==> config.mk <==
export PLATFORM = sky130hd
export DESIGN_NAME = arcade_shell_top
export DESIGN_NICKNAME = d
export VERILOG_FILES = /design/src/rtl/arcade_pkg.sv /design/src/rtl/arcade_shell_top.sv /design/src/rtl/cabinet_inputs.sv /design/src/rtl/coin_pulse.sv /design/src/rtl/core_config_regs.sv /design/src/rtl/video_output.sv /design/src/rtl/video_timing.sv
export SDC_FILE = /design/constraint.sdc
export NUM_CORES = 1
export LEC_CHECK = 0
export BUFFER_PORTS_ARGS = -buffer_cell sky130_fd_sc_hd__buf_2
export CAP_MARGIN = 10
export CORE_MARGIN = 2
export CORE_UTILIZATION = 35
export DETAILED_ROUTE_END_ITERATION = 12
export PLACE_DENSITY = 0.63
export SYNTH_ARGS = -nofsm -noshare
export SYNTH_HDL_FRONTEND = slang
export SYNTH_SLANG_ARGS = --single-unit
==> constraint.sdc <==
create_clock -name clk_74a -period 3.75 [get_ports clk_74a]
set_input_delay 0.1875 -clock clk_74a [delete_from_list [all_inputs] [get_ports clk_74a]]
set_output_delay 0.1875 -clock clk_74a [all_outputs]
set_load 0.05 [all_outputs]
==> src/rtl/arcade_pkg.sv <==
/*
 * Arcade shell shared definitions
 * Game and board ids, settings word layout, cabinet input bundles,
 * colour formats, bridge addresses and video timing constants.
 */

`default_nettype none

package arcade_pkg;

    ////////////////////
    // configuration

    typedef enum logic [2:0] {
        game_druaga   = 3'd1,
        game_mappy    = 3'd2,
        game_digdug2  = 3'd3,
        game_motos    = 3'd4,
        game_superpac = 3'd5,
        game_grobda   = 3'd6
    } game_id_t;

    typedef enum logic [2:0] {
        board_druaga   = 3'd0,
        board_superpac = 3'd5,
        board_grobda   = 3'd6
    } board_model_t;

    // host-written settings word with the low bits listed last
    typedef struct packed {
        logic [16:0] unused;
        logic        cabinet;
        logic [2:0]  extend;
        logic        advance;
        logic [2:0]  difficulty;
        logic        service;
        logic        coin_b_hi;
        logic        demo;
        logic [1:0]  coin_a;
        logic [1:0]  life;
    } game_settings_t;

    typedef struct packed {
        logic [7:0] dsw2;
        logic [7:0] dsw1;
        logic [7:0] dsw0;
    } dip_switches_t;

    ////////////////////
    // inputs

    // controller key bitmap with dpad up in bit 0
    typedef struct packed {
        logic start;
        logic select;
        logic r3;
        logic l3;
        logic r2;
        logic l2;
        logic r1;
        logic l1;
        logic face_y;
        logic face_x;
        logic face_b;
        logic face_a;
        logic right;
        logic left;
        logic down;
        logic up;
    } cont_key_t;

    typedef struct packed {
        logic fire;
        logic left;
        logic down;
        logic right;
        logic up;
    } player_input_t;

    typedef struct packed {
        logic coin;
        logic start_2;
        logic start_1;
    } system_input_t;

    ////////////////////
    // video

    typedef struct packed {
        logic [3:0] b;
        logic [3:0] g;
        logic [3:0] r;
    } rgb444_t;

    typedef struct packed {
        logic [7:0] r;
        logic [7:0] g;
        logic [7:0] b;
    } rgb888_t;

    localparam logic [31:0] cfg_game_id_addr  = 32'h8000_0000;
    localparam logic [31:0] cfg_settings_addr = 32'h9000_0000;

    // horizontal events counted in pixels
    localparam logic [8:0] h_active_start = 9'd1;
    localparam logic [8:0] h_active_end   = 9'd290;
    localparam logic [8:0] h_sync_start   = 9'd311;
    localparam logic [8:0] h_sync_end     = 9'd342;
    localparam logic [8:0] h_jump         = 9'd471;

    // vertical events taken at line end
    localparam logic [8:0] v_blank_start = 9'd223;
    localparam logic [8:0] v_sync_start  = 9'd234;
    localparam logic [8:0] v_sync_end    = 9'd241;
    localparam logic [8:0] v_jump        = 9'd492;

    localparam logic [8:0] counter_last = 9'd511;

endpackage

`default_nettype wire

==> src/rtl/arcade_shell_top.sv <==
/*
 * Arcade cabinet shell top level
 * Configuration registers, cabinet inputs and the video path
 * around an external game core.
 */

`timescale 1ns/1ps
`default_nettype none

module arcade_shell_top #(
    parameter int unsigned coin_pulse_len = 1048575
) (
    input  wire                            clk_74a,
    input  wire                            pll_core_locked,
    input  wire                            bridge_wr,
    input  wire  [31:0]                    bridge_addr,
    input  wire  [31:0]                    bridge_wr_data,
    input  wire                            dataslot_requestwrite,
    input  wire                            dataslot_allcomplete,
    input  arcade_pkg::cont_key_t          cont1_key,
    input  arcade_pkg::cont_key_t          cont2_key,
    input  arcade_pkg::rgb444_t            pixel_rgb,
    output logic [8:0]                     hpos,
    output logic [8:0]                     vpos,
    output arcade_pkg::board_model_t       board_model,
    output logic                           core_reset,
    output arcade_pkg::dip_switches_t      dip,
    output arcade_pkg::player_input_t      p1_input,
    output arcade_pkg::player_input_t      p2_input,
    output arcade_pkg::system_input_t      sys_input,
    output arcade_pkg::rgb888_t            video_rgb,
    output logic                           video_de,
    output logic                           video_hs,
    output logic                           video_vs
);

    arcade_pkg::game_settings_t settings;
    arcade_pkg::rgb444_t        gated_rgb;
    logic                       hblank;
    logic                       vblank;
    logic                       hsync;
    logic                       vsync;

    ////////////////////
    // configuration

    core_config_regs i_core_config_regs (
        .clk_74a               (clk_74a),
        .pll_core_locked       (pll_core_locked),
        .bridge_wr             (bridge_wr),
        .bridge_addr           (bridge_addr),
        .bridge_wr_data        (bridge_wr_data),
        .dataslot_requestwrite (dataslot_requestwrite),
        .dataslot_allcomplete  (dataslot_allcomplete),
        .settings              (settings),
        .board_model           (board_model),
        .core_reset            (core_reset)
    );

    ////////////////////
    // controls

    cabinet_inputs #(
        .coin_pulse_len  (coin_pulse_len)
    ) i_cabinet_inputs (
        .clk_74a         (clk_74a),
        .pll_core_locked (pll_core_locked),
        .cont1_key       (cont1_key),
        .cont2_key       (cont2_key),
        .settings        (settings),
        .p1_input        (p1_input),
        .p2_input        (p2_input),
        .sys_input       (sys_input),
        .dip             (dip)
    );

    ////////////////////
    // video

    video_timing i_video_timing (
        .clk_74a         (clk_74a),
        .pll_core_locked (pll_core_locked),
        .pixel_rgb       (pixel_rgb),
        .hpos            (hpos),
        .vpos            (vpos),
        .gated_rgb       (gated_rgb),
        .hblank          (hblank),
        .vblank          (vblank),
        .hsync           (hsync),
        .vsync           (vsync)
    );

    video_output i_video_output (
        .clk_74a         (clk_74a),
        .pll_core_locked (pll_core_locked),
        .gated_rgb       (gated_rgb),
        .hblank          (hblank),
        .vblank          (vblank),
        .hsync           (hsync),
        .vsync           (vsync),
        .video_rgb       (video_rgb),
        .video_de        (video_de),
        .video_hs        (video_hs),
        .video_vs        (video_vs)
    );

endmodule

`default_nettype wire

==> src/rtl/cabinet_inputs.sv <==
/*
 * Cabinet input mapping
 * Routes both controllers onto player and system inputs, stretches
 * the coin buttons and packs the settings word into DIP switches.
 */

`timescale 1ns/1ps
`default_nettype none

module cabinet_inputs #(
    parameter int unsigned coin_pulse_len = 1048575
) (
    input  wire                            clk_74a,
    input  wire                            pll_core_locked,
    input  arcade_pkg::cont_key_t          cont1_key,
    input  arcade_pkg::cont_key_t          cont2_key,
    input  arcade_pkg::game_settings_t     settings,
    output arcade_pkg::player_input_t      p1_input,
    output arcade_pkg::player_input_t      p2_input,
    output arcade_pkg::system_input_t      sys_input,
    output arcade_pkg::dip_switches_t      dip
);

    logic coin1_pulse;
    logic coin2_pulse;

    ////////////////////
    // coin buttons

    // select acts as the coin slot on each pad
    coin_pulse #(
        .pulse_len       (coin_pulse_len)
    ) i_coin1 (
        .clk_74a         (clk_74a),
        .pll_core_locked (pll_core_locked),
        .button          (cont1_key.select),
        .pulse           (coin1_pulse)
    );

    coin_pulse #(
        .pulse_len       (coin_pulse_len)
    ) i_coin2 (
        .clk_74a         (clk_74a),
        .pll_core_locked (pll_core_locked),
        .button          (cont2_key.select),
        .pulse           (coin2_pulse)
    );

    ////////////////////
    // player and system

    assign p1_input = '{fire:  cont1_key.face_a,
                        left:  cont1_key.left,
                        down:  cont1_key.down,
                        right: cont1_key.right,
                        up:    cont1_key.up};

    assign p2_input = '{fire:  cont2_key.face_a,
                        left:  cont2_key.left,
                        down:  cont2_key.down,
                        right: cont2_key.right,
                        up:    cont2_key.up};

    assign sys_input = '{coin:    coin1_pulse | coin2_pulse,
                         start_2: cont2_key.start,
                         start_1: cont1_key.start};

    ////////////////////
    // dip switches

    // coin_b shares its low bit with demo
    assign dip.dsw0 = {settings.life, settings.coin_a, settings.demo, 1'b0,
                       settings.coin_b_hi, settings.demo};
    assign dip.dsw1 = {settings.service, settings.difficulty, settings.advance,
                       settings.extend};
    // switch bank 2 is active low on the board
    assign dip.dsw2 = {6'b00_0000, ~settings.service, ~settings.cabinet};

endmodule

`default_nettype wire

==> src/rtl/coin_pulse.sv <==
/*
 * Coin pulse stretcher
 * A button release loads a down-counter; the pulse stays high
 * for pulse_len cycles while it runs down.
 */

`timescale 1ns/1ps
`default_nettype none

module coin_pulse #(
    parameter int unsigned pulse_len = 1048575
) (
    input  wire  clk_74a,
    input  wire  pll_core_locked,
    input  wire  button,
    output logic pulse
);

    localparam int unsigned cnt_w = $clog2(pulse_len + 1);

    logic             button_q;
    logic [cnt_w-1:0] pulse_cnt;

    always_ff @(posedge clk_74a or negedge pll_core_locked) begin
        if (!pll_core_locked) begin
            button_q  <= 1'b0;
            pulse_cnt <= '0;
        end else begin
            // keep tracking the button so a stale level never fakes a release
            button_q <= button;
            if (pulse_cnt != '0) begin
                pulse_cnt <= pulse_cnt - cnt_w'(1);
            end else if (button_q && !button) begin
                pulse_cnt <= cnt_w'(pulse_len);
            end
        end
    end

    assign pulse = (pulse_cnt != '0);

endmodule

`default_nettype wire

==> src/rtl/core_config_regs.sv <==
/*
 * Core configuration registers
 * Holds the host-written game id and settings word, decodes the board
 * model and keeps the game core in reset while a ROM download runs.
 */

`timescale 1ns/1ps
`default_nettype none

module core_config_regs (
    input  wire                             clk_74a,
    input  wire                             pll_core_locked,
    input  wire                             bridge_wr,
    input  wire  [31:0]                     bridge_addr,
    input  wire  [31:0]                     bridge_wr_data,
    input  wire                             dataslot_requestwrite,
    input  wire                             dataslot_allcomplete,
    output arcade_pkg::game_settings_t      settings,
    output arcade_pkg::board_model_t        board_model,
    output logic                            core_reset
);

    arcade_pkg::game_id_t game_id;

    ////////////////////
    // bridge writes

    always_ff @(posedge clk_74a or negedge pll_core_locked) begin
        if (!pll_core_locked) begin
            game_id  <= arcade_pkg::game_id_t'(3'd0);
            settings <= '0;
        end else if (bridge_wr) begin
            if (bridge_addr == arcade_pkg::cfg_game_id_addr) begin
                game_id <= arcade_pkg::game_id_t'(bridge_wr_data[2:0]);
            end
            if (bridge_addr == arcade_pkg::cfg_settings_addr) begin
                settings <= arcade_pkg::game_settings_t'(bridge_wr_data);
            end
        end
    end

    // only grobda and super pac-man differ from the druaga board
    always_ff @(posedge clk_74a or negedge pll_core_locked) begin
        if (!pll_core_locked) begin
            board_model <= arcade_pkg::board_druaga;
        end else begin
            case (game_id)
                arcade_pkg::game_grobda:   board_model <= arcade_pkg::board_grobda;
                arcade_pkg::game_superpac: board_model <= arcade_pkg::board_superpac;
                default:                   board_model <= arcade_pkg::board_druaga;
            endcase
        end
    end

    ////////////////////
    // download level

    always_ff @(posedge clk_74a or negedge pll_core_locked) begin
        if (!pll_core_locked) begin
            core_reset <= 1'b0;
        end else if (dataslot_requestwrite) begin
            core_reset <= 1'b1;
        end else if (dataslot_allcomplete) begin
            core_reset <= 1'b0;
        end
    end

endmodule

`default_nettype wire

==> src/rtl/video_output.sv <==
/*
 * Scaler video formatting
 * Expands 4-bit colour to 8 bits with data enable, and turns the
 * sync levels into one-cycle pulses on their rising edges.
 */

`timescale 1ns/1ps
`default_nettype none

module video_output (
    input  wire                      clk_74a,
    input  wire                      pll_core_locked,
    input  arcade_pkg::rgb444_t      gated_rgb,
    input  wire                      hblank,
    input  wire                      vblank,
    input  wire                      hsync,
    input  wire                      vsync,
    output arcade_pkg::rgb888_t      video_rgb,
    output logic                     video_de,
    output logic                     video_hs,
    output logic                     video_vs
);

    logic hsync_q;
    logic vsync_q;

    always_ff @(posedge clk_74a or negedge pll_core_locked) begin
        if (!pll_core_locked) begin
            video_rgb <= '0;
            video_de  <= 1'b0;
            video_hs  <= 1'b0;
            video_vs  <= 1'b0;
            hsync_q   <= 1'b1;
            vsync_q   <= 1'b1;
        end else begin
            if (!(hblank || vblank)) begin
                video_de    <= 1'b1;
                // nibble repeated fills the full byte range
                video_rgb.r <= {2{gated_rgb.r}};
                video_rgb.g <= {2{gated_rgb.g}};
                video_rgb.b <= {2{gated_rgb.b}};
            end else begin
                video_de  <= 1'b0;
                video_rgb <= '0;
            end
            // active-low syncs pulse at their end
            video_hs <= hsync && !hsync_q;
            video_vs <= vsync && !vsync_q;
            hsync_q  <= hsync;
            vsync_q  <= vsync;
        end
    end

endmodule

`default_nettype wire

==> src/rtl/video_timing.sv <==
/*
 * Video timing generator
 * Horizontal and vertical counters with jumps, blank and sync levels,
 * and colour gated to black outside the active area.
 */

`timescale 1ns/1ps
`default_nettype none

module video_timing (
    input  wire                      clk_74a,
    input  wire                      pll_core_locked,
    input  arcade_pkg::rgb444_t      pixel_rgb,
    output logic [8:0]               hpos,
    output logic [8:0]               vpos,
    output arcade_pkg::rgb444_t      gated_rgb,
    output logic                     hblank,
    output logic                     vblank,
    output logic                     hsync,
    output logic                     vsync
);

    // levels in step with the counters
    logic hblank_cur;
    logic vblank_cur;
    logic hsync_cur;
    logic vsync_cur;

    ////////////////////
    // counters

    always_ff @(posedge clk_74a or negedge pll_core_locked) begin
        if (!pll_core_locked) begin
            hpos       <= '0;
            vpos       <= '0;
            hblank_cur <= 1'b1;
            vblank_cur <= 1'b1;
            hsync_cur  <= 1'b1;
            vsync_cur  <= 1'b1;
        end else begin
            case (hpos)
                arcade_pkg::h_active_start: begin
                    hblank_cur <= 1'b0;
                    hpos       <= hpos + 9'd1;
                end
                arcade_pkg::h_active_end: begin
                    hblank_cur <= 1'b1;
                    hpos       <= hpos + 9'd1;
                end
                arcade_pkg::h_sync_start: begin
                    hsync_cur <= 1'b0;
                    hpos      <= hpos + 9'd1;
                end
                arcade_pkg::h_sync_end: begin
                    hsync_cur <= 1'b1;
                    hpos      <= arcade_pkg::h_jump;
                end
                arcade_pkg::counter_last: begin
                    hpos <= '0;
                    // step the vertical count at line end
                    case (vpos)
                        arcade_pkg::v_blank_start: begin
                            vblank_cur <= 1'b1;
                            vpos       <= vpos + 9'd1;
                        end
                        arcade_pkg::v_sync_start: begin
                            vsync_cur <= 1'b0;
                            vpos      <= vpos + 9'd1;
                        end
                        arcade_pkg::v_sync_end: begin
                            vsync_cur <= 1'b1;
                            vpos      <= arcade_pkg::v_jump;
                        end
                        arcade_pkg::counter_last: begin
                            vblank_cur <= 1'b0;
                            vpos       <= '0;
                        end
                        default: vpos <= vpos + 9'd1;
                    endcase
                end
                default: hpos <= hpos + 9'd1;
            endcase
        end
    end

    ////////////////////
    // colour stage

    // blanks and syncs move with the gated colour
    always_ff @(posedge clk_74a or negedge pll_core_locked) begin
        if (!pll_core_locked) begin
            hblank    <= 1'b1;
            vblank    <= 1'b1;
            hsync     <= 1'b1;
            vsync     <= 1'b1;
            gated_rgb <= '0;
        end else begin
            hblank    <= hblank_cur;
            vblank    <= vblank_cur;
            hsync     <= hsync_cur;
            vsync     <= vsync_cur;
            gated_rgb <= (hblank_cur || vblank_cur) ? '0 : pixel_rgb;
        end
    end

endmodule

`default_nettype wire

==> key figures <==
Outcome
  • Result of the run: finished, final reports clean

Yosys
  • Share of synthesized area occupied by flip-flops and latches: 52.4%
  • Biggest area consumer among synthesized cells: dfrtp_1
  • Most common cell in the netlist: dfrtp_1
  • Share of the synthesized area in the top cell type: between 40% and 50%
  • Most instantiated cells after synthesis: 109 x dfrtp_1, 48 x buf_4, 39 x nor2_1
  • Proportion of synthesized flip-flops having asynchronous set or reset: 100%
  • Post-synth EDFFs: 0
  • Most used DFF post-synth: dfrtp_1
  • Yosys reg bits: between 100 and 150
  • Summed instance area of the synthesized netlist: around 5700 sq um
  • Synthesized instance count: approximately 530
  • Cell types with the largest area share after synthesis: dfrtp_1 48%, buf_4 6.3%, dfstp_2 4.6%, mux2_2 3.7%, nor3_1 3.2%
  • Yosys warns: 0
  • Average cell area after synthesis: ~11 sq um
  • Number of unique standard cell types used by synthesis: 51

Floorplan
  • Core Footprint: between 15000 and 20000 sq um
  • Number of ports placed on the die boundary: approximately 200
  • Die height: 132 microns
  • Standard-cell row count: 46
  • Initial standard-cell utilization of the core: between 30% and 40%
  • Chip Width: 132 microns
  • Area of the die: between 15000 and 20000 sq um

Clock network
  • Clock root buffer: clkbuf_16
  • Clock tree from TritonCTS: done
  • Max clock buf depth: 2
  • Clk_lat worst skew: ~0.41 ns
  • H-Tree Depth: 4
  • Clk sinks: 119
  • Post-CTS clock slew at the launch and capture registers of the worst setup and hold paths: roughly 0.05 ns
  • Total clock buffers created by CTS: 17

Power and ir drop
  • Register share of total power: between 40% and 50%
  • Cell Pwr Density: 439 nW/um^2
  • Internal power: 2470 uW
  • Switching Power: between 600 and 700 uW
  • Total design power: between 3000 and 4000 uW
  • Combinational share of power: ~5.7%
  • Worst supply voltage drop on vdd: about 270 uV
  • Pleak: between 0.003 and 0.004 uW
  • Switching fraction of total power: about a fifth
  • Clock power frac: 52.6%

Critical path
  • Worst setup path class: flop to output pin
  • Minimum setup slack among reg-to-reg paths: 1.02 ns
  • Worst r2r dst: i_cabinet_inputs.i_coin2.pulse_cnt[14]
  • Arrival time worst endpoint: 2.68 ns
  • Crit path required time: approximately 3.6 ns
  • Critical path peak fanout: 9
  • Worst setup SP type: flop
  • Type of element capturing the critical path: output pin
  • Number of cells on the worst reg-to-reg path: 5
  • Crit path largest cell delay: slightly below 0.7 ns
  • Slowest-stage cell, CP: or4_1
  • CP cell instances: or4_1, or4_4, nor2_8, nand2_1, buf_2
  • Launch point of the worst reg-to-reg path: i_cabinet_inputs.i_coin2.pulse_cnt[3]

Routing
  • Wirelength, routed: 12.0 mm
  • Initial detailed-routing violation count: between 200 and 250
  • Wire per inst: between 10 and 15 microns
  • Number of nets still failing antenna checks after routing: 0
  • Post-detailed-route via-to-cell ratio: 4.91
  • Count of vias placed by the detailed router: about 4300
  • Post-route DRC: 0
  • DR pass1 iterations: 4

STA
  • Final Cycle Share: 76.5%
  • Final clock skew: around 0.0094 ns
  • # setup viols final: 0
  • Final hold viol count: 0
  • Setup repair after global routing missed its margin: no
  • Setup Total Neg Slack: 0 ns
  • Tightest hold margin: around 0.028 ns
  • Max frequency: roughly 350 MHz
  • Slew of the pin with the lowest slew margin: around 1.1 ns
  • Clock period minus final worst setup slack: 2.87 ns
  • Final Max Tran Viols: 0
  • Normalized max-slew margin: around a quarter
  • Final setup slack of the worst path: just under 0.9 ns

Cells and area
  • Share of cells above drive strength 1: a little under a third
  • Number of antenna diodes: 0
  • Layout area overhead: 25.1%
  • Layout net count: approximately 800

Placed design
  • Half-perimeter wire length after detailed placement: roughly 8.4 mm
  • Placer's final routability congestion estimate: 0.819
  • Worst slack at placement: ~1.1 ns
  • Number of port buffers: around 130

Hold path
  • Hold-critical path depth: 2
  • Kind of path behind the tightest hold check: input pin to flop
  • Hold EP: i_core_config_regs.settings[5]
  • Launch instance of the worst min-delay path: bridge_wr_data[5]

GRT
  • Total routing resource utilization after global routing: around 14%
  • Initial antenna violation count: 0
  • Gr ovfl total: 0
  • Global-route wire length before repair: around 21 mm
  • Largest net degree at the start of global routing: 46
  • Via count of the first global-routing pass: 4428

Job
  • Count of maximum capacitance violations: 0
## timing repair
| action | CTS | global route |
|---|---|---|
| hold endpoints to repair | 66 | 0 |
| setup buffers | 0 | 0 |
| hold buffers | 24 | 0 |
| gates resized for setup | 0 | 0 |
## through the flow
| step | instance area [sq um] | cells | utilization [%] |
|---|---|---|---|
| after floorplan | 5730 | 537 | - |
| after global placement | 6290 | 830 | 39.6 |
| after detailed placement | 6290 | 830 | 39.6 |
| after CTS | 7140 | 885 | 44.9 |
| after global routing | 7140 | 885 | 44.9 |
| final | 7140 | 885 | 44.9 |
## kinds of logic (layout without fill, tap and decap cells)
logic type | Yosys count | count (layout) | synth area share [%]
AOI/OAI and AO/OA | 71 | 71 | 8.13
xor gates and xnor gates | 10 | 10 | 1.53
adders and majority gates | 12 | 12 | 2.63
buffers and inverters | 80 | 212 | 8.49
DFF | 119 | 119 | 52.4
muxes | 29 | 29 | 5.50
other | 1 | 7 | 0.0657
and+or+nand+nor | 209 | 209 | 21.2
## registers in the layout, indices dropped and copies added (netlist names), 3 cells and up
| register | count |
|---|---|
| i_cabinet_inputs.i_coin1.pulse_cnt | 20 |
| i_cabinet_inputs.i_coin2.pulse_cnt | 20 |
| i_core_config_regs.board_model | 3 |
| i_core_config_regs.game_id | 3 |
| i_core_config_regs.settings | 15 |
| i_video_output.video_rgb | 12 |
| i_video_timing.gated_rgb | 12 |
| i_video_timing.hpos | 9 |
| i_video_timing.vpos | 9 |
## cells in the final DEF (no fill, tap or decap), drive strengths merged, types with 3 or more instances in the layout
master	n
buf	135
dfrtp	109
nor2	41
nor3	40
and2	24
dlygate4sd3	24
clkbuf	23
inv	22
nand2	22
a21oi	20
mux2	19
nor4	18
o21ai	13
a211oi	13
ha	12
mux2i	10
dfstp	10
nand3	9
or3	9
or4	9
xnor2	8
conb	7
nor4b	7
nand2b	6
nand4	5
or2	5
a31oi	5
nor2b	4
o31ai	4
a21o	3
nand3b	3
bufinv	3
clkinv	3
## worst max-delay path, delay by kind of cell, from the launching register on
family / cells / cell delay, ns
simple gates: 4 / 1.62
flops: 1 / 0.41
buf+inv: 1 / 0.24
## worst max path at each step
stage	depth (start not counted)	slack, ns	to	start
after floorplan	11	1.25	i_video_timing.vsync_cur	i_video_timing.hpos[0]
final	5	0.88	sys_input[2]	i_cabinet_inputs.i_coin1.pulse_cnt[7]
after global routing	5	0.77	sys_input[2]	i_cabinet_inputs.i_coin1.pulse_cnt[7]
after global placement	5	1.15	i_cabinet_inputs.i_coin2.pulse_cnt[14]	i_cabinet_inputs.i_coin2.pulse_cnt[3]
after CTS	5	0.86	sys_input[2]	i_cabinet_inputs.i_coin1.pulse_cnt[6]
after detailed placement	5	1.07	i_cabinet_inputs.i_coin2.pulse_cnt[11]	i_cabinet_inputs.i_coin2.pulse_cnt[3]
## per-layer routing
| layer | part of all wire [%] | wire [microns] | track usage, % | vias to the layer above |
|---|---|---|---|---|
| met5 | 0 | 0 | 0 | - |
| met4 | 1.7 | 206 | 5.62 | 0 |
| met3 | 5.0 | 599 | 5.05 | 23 |
| met2 | 50 | 6040 | 24.6 | 118 |
| met1 | 43 | 5130 | 16.7 | 2120 |
| li1 | - | - | - | 2084 |
## power groups by stage
| stage | clock (uW) | sequential (uW) | combinational (uW) |
|---|---|---|---|
| finish | 1650 | 1310 | 178 |
| global route | 1750 | 1310 | 191 |
| CTS | 1690 | 1310 | 180 |
| detailed placement | 0 | 1330 | 159 |
| global placement | 0 | 1330 | 157 |
| floorplan | 0 | 1350 | 103 |
## cell type report
type                            count  area, sq um
Fill cell                        1484         8750
Sequential cell                   119         2990
Multi-Input combinational cell    338         2260
Timing Repair Buffer              159          926
Clock buffer                       23          488
Tap cell                          216          270
Clock inverter                      8          120
Inverter                           22         82.6
Power figures use the tool's default switching activity.
